## src/include/insert_params.svh

```systemverilog
// widths are fixed at compile time; INS_CNT_W must be at least INS_LEN_W, and the data width is whole bytes
`ifndef INSERT_PARAMS_SVH
`define INSERT_PARAMS_SVH

// stream payload
`define INS_DATA_W 32
`define INS_KEEP_W (`INS_DATA_W/8)

// beat-in-packet counter, also the seed width
`define INS_CNT_W 16

// number of extra copies
`define INS_LEN_W 8

// apb byte address
`define INS_APB_AW 4

// register map
`define INS_CFG_OFS    4'h0
`define INS_COPIES_OFS 4'h4

`endif

```

## src/rtl/insert_pkg.sv

```systemverilog
// config layout is one 32-bit apb word; the top 8 bits are reserved and read back as written
`default_nettype none

`include "insert_params.svh"

package insert_pkg;

    // field view of the CFG register, msb first
    typedef struct packed {
        logic [7:0]             rsvd;
        logic [`INS_CNT_W-1:0]  seed;
        logic [`INS_LEN_W-1:0]  len;
    } insert_cfg_t;

    // apb writes land on raw, the datapath reads fields
    typedef union packed {
        logic [31:0]  raw;
        insert_cfg_t  f;
    } insert_cfg_u;

endpackage

`default_nettype wire

```

## src/rtl/insert_apb_regs.sv

```systemverilog
// zero-wait apb slave with no error responses; CFG should only be written while the stream is idle
`default_nettype none
`timescale 1ns/1ns

`include "insert_params.svh"

module insert_apb_regs (
    input  wire                    clock,
    input  wire                    rst_n,
    input  wire [`INS_APB_AW-1:0]  paddr,
    input  wire                    psel,
    input  wire                    penable,
    input  wire                    pwrite,
    input  wire [31:0]             pwdata,
    input  wire                    copy_pulse,
    output logic [31:0]            prdata,
    output logic                   pready,
    output logic                   pslverr,
    output insert_pkg::insert_cfg_t cfg
);

    import insert_pkg::*;

    insert_cfg_u  cfg_q;
    logic [31:0]  copies_q;
    logic         wr_en;

    // access phase write, single cycle
    assign wr_en = psel && penable && pwrite;

    // configuration word, raw view on write
    always_ff @(posedge clock or negedge rst_n) begin
        if (!rst_n) begin
            cfg_q.raw <= 32'd0;
        end else if (wr_en && (paddr == `INS_CFG_OFS)) begin
            cfg_q.raw <= pwdata;
        end
    end

    // inserted copy counter
    // any write clears, otherwise add one per copy
    // wraps silently at 32 bits
    always_ff @(posedge clock or negedge rst_n) begin
        if (!rst_n) begin
            copies_q <= 32'd0;
        end else if (wr_en && (paddr == `INS_COPIES_OFS)) begin
            copies_q <= 32'd0;
        end else if (copy_pulse) begin
            copies_q <= copies_q + 32'd1;
        end
    end

    // read mux, unmapped offsets give zero
    always_comb begin
        case (paddr)
            `INS_CFG_OFS:    prdata = cfg_q.raw;
            `INS_COPIES_OFS: prdata = copies_q;
            default:         prdata = 32'd0;
        endcase
    end

    // never stalls, never errors
    assign pready  = 1'b1;
    assign pslverr = 1'b0;

    // field view to the inserter
    assign cfg = cfg_q.f;

endmodule

`default_nettype wire

```

## src/rtl/axis_insert_copy.sv

```systemverilog
// beat_cnt must come from a pipe that counts every accepted beat, copies included; cfg is static during a packet
`default_nettype none
`timescale 1ns/1ns

`include "insert_params.svh"

module axis_insert_copy (
    input  wire                     clock,
    input  wire                     rst_n,
    input  wire insert_pkg::insert_cfg_t cfg,
    input  wire [`INS_DATA_W-1:0]   s_tdata,
    input  wire [`INS_KEEP_W-1:0]   s_tkeep,
    input  wire                     s_tlast,
    input  wire                     s_tvalid,
    input  wire                     v_tready,
    input  wire [`INS_CNT_W-1:0]    beat_cnt,
    output logic                    s_tready,
    output logic [`INS_DATA_W-1:0]  v_tdata,
    output logic [`INS_KEEP_W-1:0]  v_tkeep,
    output logic                    v_tlast,
    output logic                    v_tvalid,
    output logic                    copy_pulse
);

    logic                   hold_q;
    logic                   arm_q;
    logic                   holding;
    logic                   hold_next;
    logic                   v_xfer;
    logic                   seed_zero;
    logic                   len_nz;
    logic                   in_window;
    logic [`INS_CNT_W-1:0]  win_lo;
    logic [`INS_CNT_W:0]    win_end;
    logic [`INS_LEN_W-1:0]  len_m1;

    assign seed_zero = (cfg.seed == '0);
    assign len_nz    = (cfg.len != '0);

    // seed zero holds the first beat straight from the arm
    assign holding = len_nz && (hold_q || (seed_zero && arm_q));

    // data path is pass-through, only ready and last are gated
    assign v_tdata  = s_tdata;
    assign v_tkeep  = s_tkeep;
    assign v_tvalid = s_tvalid;
    assign v_tlast  = s_tlast && !holding;
    assign s_tready = v_tready && !holding;

    assign v_xfer = v_tvalid && v_tready;

    // one pulse per re-presented beat
    assign copy_pulse = v_xfer && holding;

    // window of beat_cnt values that keep the hold, [S-1, S+L-1)
    // one bit wider on the top end so a large seed plus len cannot wrap
    assign win_lo  = cfg.seed - 1'b1;
    assign win_end = {1'b0, cfg.seed}
                   + {{(`INS_CNT_W + 1 - `INS_LEN_W){1'b0}}, cfg.len} - 1'b1;
    assign in_window = (beat_cnt >= win_lo) && ({1'b0, beat_cnt} < win_end);

    assign len_m1 = cfg.len - 1'b1;

    always_comb begin
        if (!len_nz) begin
            hold_next = 1'b0;
        end else if (seed_zero) begin
            // keep repeating beat 0 until L copies went out
            hold_next = holding
                && (beat_cnt < {{(`INS_CNT_W - `INS_LEN_W){1'b0}}, len_m1});
        end else begin
            // entry needs beat S-1 not to be last
            // once holding, the held beat's own tlast does not matter
            hold_next = in_window && (holding || !s_tlast);
        end
    end

    // both flags move only on a pipe-side transfer
    always_ff @(posedge clock or negedge rst_n) begin
        if (!rst_n) begin
            hold_q <= 1'b0;
            arm_q  <= 1'b1;
        end else if (v_xfer) begin
            hold_q <= hold_next;
            // re-arm after the input's last beat leaves
            arm_q  <= v_tlast;
        end
    end

endmodule

`default_nettype wire

```

## src/rtl/axis_beat_pipe.sv

```systemverilog
// ready is registered, so v_tready sits low for one cycle after reset; beat_cnt wraps on packets over 64k beats
`default_nettype none
`timescale 1ns/1ns

`include "insert_params.svh"

module axis_beat_pipe (
    input  wire                     clock,
    input  wire                     rst_n,
    input  wire [`INS_DATA_W-1:0]   v_tdata,
    input  wire [`INS_KEEP_W-1:0]   v_tkeep,
    input  wire                     v_tlast,
    input  wire                     v_tvalid,
    input  wire                     m_tready,
    output logic                    v_tready,
    output logic [`INS_CNT_W-1:0]   beat_cnt,
    output logic [`INS_DATA_W-1:0]  m_tdata,
    output logic [`INS_KEEP_W-1:0]  m_tkeep,
    output logic                    m_tlast,
    output logic                    m_tvalid
);

    logic                    skid_valid;
    logic                    skid_next;
    logic                    main_load;
    logic                    in_xfer;
    logic [`INS_DATA_W-1:0]  skid_tdata;
    logic [`INS_KEEP_W-1:0]  skid_tkeep;
    logic                    skid_tlast;

    assign in_xfer = v_tvalid && v_tready;

    // output register free or draining this cycle
    assign main_load = !m_tvalid || m_tready;

    // skid fills only when main is stuck, drains into main first
    assign skid_next = main_load ? 1'b0 : (skid_valid || in_xfer);

    always_ff @(posedge clock or negedge rst_n) begin
        if (!rst_n) begin
            m_tvalid   <= 1'b0;
            skid_valid <= 1'b0;
            v_tready   <= 1'b0;
        end else begin
            if (main_load) begin
                m_tvalid <= skid_valid || in_xfer;
            end
            skid_valid <= skid_next;
            // cut ready path, accept only with a free skid slot
            v_tready   <= !skid_next;
        end
    end

    // payload, no reset
    always_ff @(posedge clock) begin
        if (main_load) begin
            if (skid_valid) begin
                m_tdata <= skid_tdata;
                m_tkeep <= skid_tkeep;
                m_tlast <= skid_tlast;
            end else if (in_xfer) begin
                m_tdata <= v_tdata;
                m_tkeep <= v_tkeep;
                m_tlast <= v_tlast;
            end
        end else if (in_xfer) begin
            skid_tdata <= v_tdata;
            skid_tkeep <= v_tkeep;
            skid_tlast <= v_tlast;
        end
    end

    // beats accepted in the current packet
    always_ff @(posedge clock or negedge rst_n) begin
        if (!rst_n) begin
            beat_cnt <= '0;
        end else if (in_xfer) begin
            beat_cnt <= v_tlast ? '0 : beat_cnt + 1'b1;
        end
    end

endmodule

`default_nettype wire

```

## src/rtl/insert_top.sv

```systemverilog
// single clock and reset for apb and stream; tuser is not carried and pslverr is tied low
`default_nettype none
`timescale 1ns/1ns

`include "insert_params.svh"

module insert_top (
    input  wire                     clock,
    input  wire                     rst_n,
    input  wire [`INS_APB_AW-1:0]   paddr,
    input  wire                     psel,
    input  wire                     penable,
    input  wire                     pwrite,
    input  wire [31:0]              pwdata,
    output logic [31:0]             prdata,
    output logic                    pready,
    output logic                    pslverr,
    input  wire [`INS_DATA_W-1:0]   s_tdata,
    input  wire [`INS_KEEP_W-1:0]   s_tkeep,
    input  wire                     s_tlast,
    input  wire                     s_tvalid,
    output logic                    s_tready,
    output logic [`INS_DATA_W-1:0]  m_tdata,
    output logic [`INS_KEEP_W-1:0]  m_tkeep,
    output logic                    m_tlast,
    output logic                    m_tvalid,
    input  wire                     m_tready
);

    import insert_pkg::*;

    insert_cfg_t             cfg;
    logic                    copy_pulse;
    logic [`INS_DATA_W-1:0]  v_tdata;
    logic [`INS_KEEP_W-1:0]  v_tkeep;
    logic                    v_tlast;
    logic                    v_tvalid;
    logic                    v_tready;
    logic [`INS_CNT_W-1:0]   beat_cnt;

    // control registers
    insert_apb_regs u_regs (
        .clock      (clock),
        .rst_n      (rst_n),
        .paddr      (paddr),
        .psel       (psel),
        .penable    (penable),
        .pwrite     (pwrite),
        .pwdata     (pwdata),
        .copy_pulse (copy_pulse),
        .prdata     (prdata),
        .pready     (pready),
        .pslverr    (pslverr),
        .cfg        (cfg)
    );

    // copy inserter, combinational on data
    axis_insert_copy u_insert (
        .clock      (clock),
        .rst_n      (rst_n),
        .cfg        (cfg),
        .s_tdata    (s_tdata),
        .s_tkeep    (s_tkeep),
        .s_tlast    (s_tlast),
        .s_tvalid   (s_tvalid),
        .v_tready   (v_tready),
        .beat_cnt   (beat_cnt),
        .s_tready   (s_tready),
        .v_tdata    (v_tdata),
        .v_tkeep    (v_tkeep),
        .v_tlast    (v_tlast),
        .v_tvalid   (v_tvalid),
        .copy_pulse (copy_pulse)
    );

    // output slice, beat count goes back to the inserter
    axis_beat_pipe u_pipe (
        .clock    (clock),
        .rst_n    (rst_n),
        .v_tdata  (v_tdata),
        .v_tkeep  (v_tkeep),
        .v_tlast  (v_tlast),
        .v_tvalid (v_tvalid),
        .m_tready (m_tready),
        .v_tready (v_tready),
        .beat_cnt (beat_cnt),
        .m_tdata  (m_tdata),
        .m_tkeep  (m_tkeep),
        .m_tlast  (m_tlast),
        .m_tvalid (m_tvalid)
    );

endmodule

`default_nettype wire

```

## config.mk

```make
export PLATFORM = sky130hd
export DESIGN_NAME = insert_top
export DESIGN_NICKNAME = d
export VERILOG_FILES = /design/src/rtl/insert_pkg.sv /design/src/rtl/insert_apb_regs.sv /design/src/rtl/axis_insert_copy.sv /design/src/rtl/axis_beat_pipe.sv /design/src/rtl/insert_top.sv
export VERILOG_INCLUDE_DIRS = /design/src /design/src/include
export SDC_FILE = /design/constraint.sdc
export NUM_CORES = 1
export LEC_CHECK = 0
export BUFFER_PORTS_ARGS = -buffer_cell sky130_fd_sc_hd__buf_2
export CAP_MARGIN = 20
export CORE_MARGIN = 3
export CORE_UTILIZATION = 60
export DETAILED_ROUTE_END_ITERATION = 16
export PLACE_DENSITY = 0.84
export SLEW_MARGIN = 20
export SYNTH_ARGS = -nofsm -noshare
export SYNTH_HDL_FRONTEND = slang
export SYNTH_HIERARCHICAL = 1
export SYNTH_SLANG_ARGS = --single-unit
export TNS_END_PERCENT = 100
```

## constraint.sdc

```tcl
create_clock -name clock -period 7.2 [get_ports clock]
set_input_delay 0.72 -clock clock [delete_from_list [all_inputs] [get_ports clock]]
set_output_delay 0.72 -clock clock [all_outputs]
set_load 0.01 [all_outputs]
```

==> results of run 1 <==
-- per-layer routing --
layer	wire length [µm]	vias up	GRT usage
li1	-	3313	-
met1	9030	3384	0.333
met2	10800	276	0.418
met3	1330	41	0.0502
met4	370	0	0.0694
met5	0	-	0
-- registers in the layout, indices dropped and copies added, names as in the netlist, 4 cells and up --
name and count:
u_pipe/skid_tdata 32, u_pipe/m_tkeep 4, u_pipe/skid_tkeep 4, u_pipe/m_tdata 32, u_pipe/beat_cnt 16, u_regs/cfg 32
u_regs/copies_q 32
-- kinds of logic after synthesis --
group,Yosys count,share of synthesized area
compound gates,154,0.109
xor+xnor,48,0.0447
fa+ha+maj,73,0.0980
buf+inv,120,0.0647
flops,159,0.463
mux,75,0.0894
other cells,2,0.000799
simple gates,220,0.131
-- final cells by class --
cell class	count	area, µm²	area share
repair buffers	157	850	0.0790
clock buffers	17	425	0.0395
flip-flops and latches	159	4350	0.404
multi-input cells	572	4460	0.415
clock inverters	15	200	0.0186
inverters	55	206	0.0192
well taps	211	264	0.0245
-- synthesized netlist by cell type (28+ instances only) --
cell / n
dfrtp_1: 84
edfxtp_1: 74
ha_1: 72
mux2_2: 71
inv_1: 55
a21oi_1: 49
nand2_1: 45
buf_4: 39
xnor2_1: 37
a22o_1: 32
nor2_1: 32
o21ai_0: 28
-- power breakdown --
| group | internal (µW) | switching [µW] |
|---|---|---|
| Combinational | 377 | 473 |
| Sequential | 1050 | 98.8 |
| Clock | 506 | 430 |
-- stage by stage --
step | hold WS (ns) | area, µm² | worst slack [ns] | total power, µW | instances
2_1_floorplan | 0.424 | 9400 | 3.64 | 1750 | 851
3_3_place_gp | 0.490 | 10100 | 3.40 | 1950 | 1152
3_5_place_dp | 0.496 | 10100 | 3.25 | 1980 | 1152
4_1_cts | 0.464 | 10700 | 3.24 | 2920 | 1184
5_1_grt | 0.392 | 10800 | 2.86 | 3100 | 1186
6_report | 0.343 | 10800 | 3.22 | 2930 | 1186
-- critical path: cells and delay by family (launching register included) --
kind	cells	cell delay, ns
and+or+nand+nor	7	2.80
DFF	1	0.41
AOI/OAI and AO/OA	2	0.38
adders and majority gates	1	0.19
buffers and inverters	1	0.11
-- worst max path at each step --
stage	startpoint	endpoint	cells past startpoint
after global routing	u_regs/cfg[8]	u_regs/copies_q[28]	11
after floorplan	u_regs/cfg[1]	u_insert/hold_q	18
after global placement	u_regs/cfg[8]	u_regs/copies_q[26]	11
final	u_regs/cfg[8]	u_regs/copies_q[20]	11
after detailed placement	u_regs/cfg[8]	u_regs/copies_q[28]	11
after CTS	u_regs/cfg[8]	u_regs/copies_q[28]	11
==> reports/results.txt, run 1 <==
status = finished clean
r2r setup slk = 3.22 ns
setup_tns = 0 ns
GRT Total Usage = 0.249
number of fill cells = 1,093
Post-CTS Hold Buffers = 0
die area = 17,200 µm²
pwr dens = 272 nW/µm²
CORE AREA = 15,300 µm²
Mapped Nets = 1,004
Yosys Warn Count = 6
Pleak = 0.00473 µW
final setup fails = 0
fmax = 251 MHz
Req. time, crit path = 7.54 ns
Final period util = 0.553
total detailed-routing wirelength = 21,500 µm
Vias = 7,014
die width = 131 µm
post-synth top area cell = edfxtp_1
Initial Utilization = 0.616
DP HPWL = 15,100 µm
min-delay worst type = input pin to asynchronous set/reset pin
H-tree levels = 4
top cells by area, synth = edfxtp_1, dfrtp_1, ha_1
Critical Path End Type = flop
Die Ht = 131 µm
top-area cell type share of the netlist area = 0.237
syn_area_per_cell = 11.0 µm²
pin count of the biggest net entering global routing = 86
Slew headroom = 0.283
Residual DRC = 0
utilization after layout = 0.705
CTS-repair resized insts = 0
Slew @ Worst Pin = 1.07 ns
GRT overflow = 0
Worst Reg-to-Reg Cells = 11
vias in the first global route = 6,755
DR pass1 iterations = 7
crit path DAT = 4.32 ns
Post-CTS Setup Bufs = 0
commonest non-fill, non-tap cells in the layout = buf_2, dfrtp_1, edfxtp_1
Cell Rows = 45
DR vias/cell = 5.91
post-synthesis cell area = 9400 µm²
Final min period = 3.98 ns
peak supply drop = 0.314 mV
r2r startpoint = u_regs/cfg[8]
first-pass GRT wire length = 34,900 µm
violation count after the first detailed-route iteration = 487
Main synth FF type = dfrtp_1
sequential-to-total area share from yosys stat = 0.463
startpoint types = flop
max incr delay on CP = 0.62 ns
Crit-path slowest cell = or3_1
TritonCTS Buffers = 17
clk buf depth = 2
ANT nets after route = 0
crit-path cells = inv_1 -> ha_1 -> or2b_1 -> nor3b_4 -> and3_4 -> a41o_1 -> nor2b_1 -> nand4_1 -> or3_1 -> or4_1 -> a21oi_1
clk_lat worst skew = 0.43 ns
Yosys cell types = 59
worst-path fanout max = 17
Root Buffer = clkbuf_16
commonest non-fill, non-tap cell in the layout = buf_2
post-synthesis register bit count = 159
initial antenna violation count = 0
Post-synth ARST share = 0.535
CTS sink cnt = 159
final hold violation count = 0
I/O pin cnt = 153
ant diodes = 0
reg2reg end = u_regs/copies_q[20]
GP Congestion = 0.911
number of flops mapped to enable cells by yosys = 74
clk slew on worst S/H paths = 0.07 ns
RSZ-0062 raised after global routing = false
I/O Buffers = 150
CTS tree = done
final net count = 1,115
skew final = 0.00751 ns
Slew Viols, Final = 0
Crit Path Category = flop to flop
Wirelength per Cell = 18.1 µm
Layout area overhead = 14.5%
share of post-route cells with drive strength above 1 = 0.284
total of max-cap violations = 0
Post-Synthesis Cells = 851
No activity file was read; power rests on OpenSTA's default activity.
==> inputs of run 2 (changes only) <==
--- a/config.mk
+++ b/config.mk
@@ -9,9 +9,9 @@
 export BUFFER_PORTS_ARGS = -buffer_cell sky130_fd_sc_hd__buf_2
 export CAP_MARGIN = 20
 export CORE_MARGIN = 3
-export CORE_UTILIZATION = 60
+export CORE_UTILIZATION = 57
 export DETAILED_ROUTE_END_ITERATION = 16
-export PLACE_DENSITY = 0.84
+export PLACE_DENSITY = 0.8
 export SLEW_MARGIN = 20
 export SYNTH_ARGS = -nofsm -noshare
 export SYNTH_HDL_FRONTEND = slang
==> constraint.sdc (replaced) <==
create_clock -name clock -period 3.9 [get_ports clock]
set_input_delay 0.39 -clock clock [delete_from_list [all_inputs] [get_ports clock]]
set_output_delay 0.39 -clock clock [all_outputs]
set_load 0.01 [all_outputs]
==> run 2 against run 1 <==
Net effect: maximum frequency increased by 6.5%; sequential cell count unchanged; routed wire length increased by 3.5%; count of clock-buffer cells in the layout unchanged; final cell count increased by 2.0%; sequential power increased by 83%; design area increased by 1.5%; setup slack got worse by 3.1 ns; largest power group unchanged.
==> reports/results.txt, run 2 (same netlist as run 1, synthesis figures left out) <==
cell family with most CP delay = compound AO/OA/AOI/OAI gates
Wirelength per Cell = 18.4 µm
Slew Viols, Final = 0
internal cell power = 3690 µW
total detailed-routing wirelength = 22,300 µm
Worst Reg-to-Reg Cells = 18
min-delay worst type = input pin to asynchronous set/reset pin
vias in the first global route = 7,012
max incr delay on CP = 0.37 ns
Critical Path End Type = flop
Slew headroom = 0.467
skew final = 0.00867 ns
share of power burned in registers = 0.381
commonest non-fill, non-tap cell in the layout = buf_2
DR pass1 iterations = 5
I/O Buffers = 150
fmax = 268 MHz
H-tree levels = 4
Power Total = 5490 µW
GR peak layer = met2
Vias = 7,115
Final period util = 0.958
first-pass GRT wire length = 36,300 µm
Req. time, crit path = 4.24 ns
area of the multi-input gates = 4480 µm²
ant diodes = 0
r2r setup slk = 0.16 ns
CTS sink cnt = 159
final hold violation count = 0
worst path bufs/invs = 2
Seq. cell area = 4350 µm²
initial antenna violation count = 0
GRT overflow = 0
ANT nets after route = 0
final net count = 1,134
TritonCTS Buffers = 17
GP Congestion = 0.896
Initial Utilization = 0.587
Comb power frac = 0.300
reg2reg end = u_insert/hold_q
Crit Path Category = flop to flop
startpoint types = flop
share of post-route cells with drive strength above 1 = 0.306
CTS tree = done
DP Cell Count = 1,172
Pleak = 0.00481 µW
Non-Filler Instances = 1,210
I/O pin cnt = 153
status = finished clean
final setup fails = 0
Cell Rows = 46
Residual DRC = 0
Post-CTS Hold Buffers = 0
DP HPWL = 16,000 µm
Critical Path Most Common Cell = ha_1
DR vias/cell = 5.88
clk slew on worst S/H paths = 0.07 ns
Layout area overhead = 16.2%
crit path DAT = 4.08 ns
CP Depth = 18
clk buf depth = 2
pwr dens = 503 nW/µm²
worst-path fanout max = 3
final hold slack = 0.00566 ns
Final min period = 3.74 ns
total of max-cap violations = 0
grt met1 use = 0.340
number of fill cells = 1,213
die area = 18,100 µm²
Crit-path slowest cell = dfrtp_1
die width = 134 µm
GR Layer Usage met2 = 0.412
Root Buffer = clkbuf_16
Die Ht = 134 µm
Slew @ Worst Pin = 0.799 ns
crit-path cells = inv_1 -> ha_1 -> inv_1 -> ha_1 -> fa_2 -> a21o_1 -> a21o_1 -> a21oi_2 -> o21ai_1 -> a31oi_1 -> o21bai_1 -> xor2_1 -> ha_1 -> nand4_1 -> a21oi_1 -> or3_1 -> o211a_1 -> o221ai_2
CORE AREA = 16,000 µm²
Switching Share = 0.328
Clk pwr share = 0.319
P_sw = 1800 µW
violation count after the first detailed-route iteration = 433
pin count of the biggest net entering global routing = 86
clk_lat worst skew = 0.43 ns
peak supply drop = 0.361 mV
GR Layer Usage met3 = 0.0443
GRT Total Usage = 0.253
r2r startpoint = u_regs/cfg[1]
commonest non-fill, non-tap cells in the layout = buf_2, dfrtp_1, edfxtp_1
==> run 2: cell count changes in the layout (fill, tap and decap cells not counted), sizes merged <==
cell | before | now
inv | 63 | 62
clkinv | 6 | 4
buf | 157 | 176
bufinv | 1 | 3
clkinvlp | 0 | 1
==> run 2: worst max-delay path by stage <==
stage / slack (ns) / from / endpoint
after floorplan: 0.34 / u_regs/cfg[1] / u_insert/hold_q
after detailed placement: 0.01 / u_regs/cfg[1] / u_insert/hold_q
after CTS: 0.05 / u_regs/cfg[1] / u_insert/hold_q
after global routing: -0.06 / u_regs/cfg[15] / u_insert/hold_q
after global placement: 0.14 / u_regs/cfg[1] / u_insert/hold_q
final: 0.16 / u_regs/cfg[1] / u_insert/hold_q
==> run 2: cell type report <==
cell class | instances | share of cell area
Multi-Input combinational cell | 572 | 0.410
Sequential cell | 159 | 0.399
Timing Repair Buffer | 176 | 0.0902
Clock buffer | 17 | 0.0390
Tap cell | 216 | 0.0247
Inverter | 55 | 0.0189
Clock inverter | 15 | 0.0182
==> run 2: per-layer routing <==
metal	part of all wire	up-vias
li1	-	3367
met1	0.42	3467
met2	0.50	226
met3	0.052	55
met4	0.030	0
met5	0	-
==> run 2: stage by stage <==
step	setup TNS, ns	utilization	setup WS (ns)	cell area (µm²)
6_report	0	0.683	0.163	10900
5_1_grt	-0.0640	0.683	-0.0640	10900
4_1_cts	0	0.677	0.0450	10800
3_5_place_dp	0	0.637	0.00952	10200
3_3_place_gp	0	0.637	0.143	10200
2_1_floorplan	0	-	0.339	9400
==> run 2: power groups by stage <==
stage               registers, µW  logic [µW]  clock network [µW]
global placement             2120        1490                   0
CTS                          2090        1590                1780
global route                 2120        1840                1850
floorplan                    2120        1120                   0
finish                       2090        1650                1750
detailed placement           2130        1560                   0
==> run 2: timing repair <==
item	in CTS	in global routing
resized for setup	1	7
pin swaps	0	2
buffers inserted	2	2
setup endpoints to repair	1	1
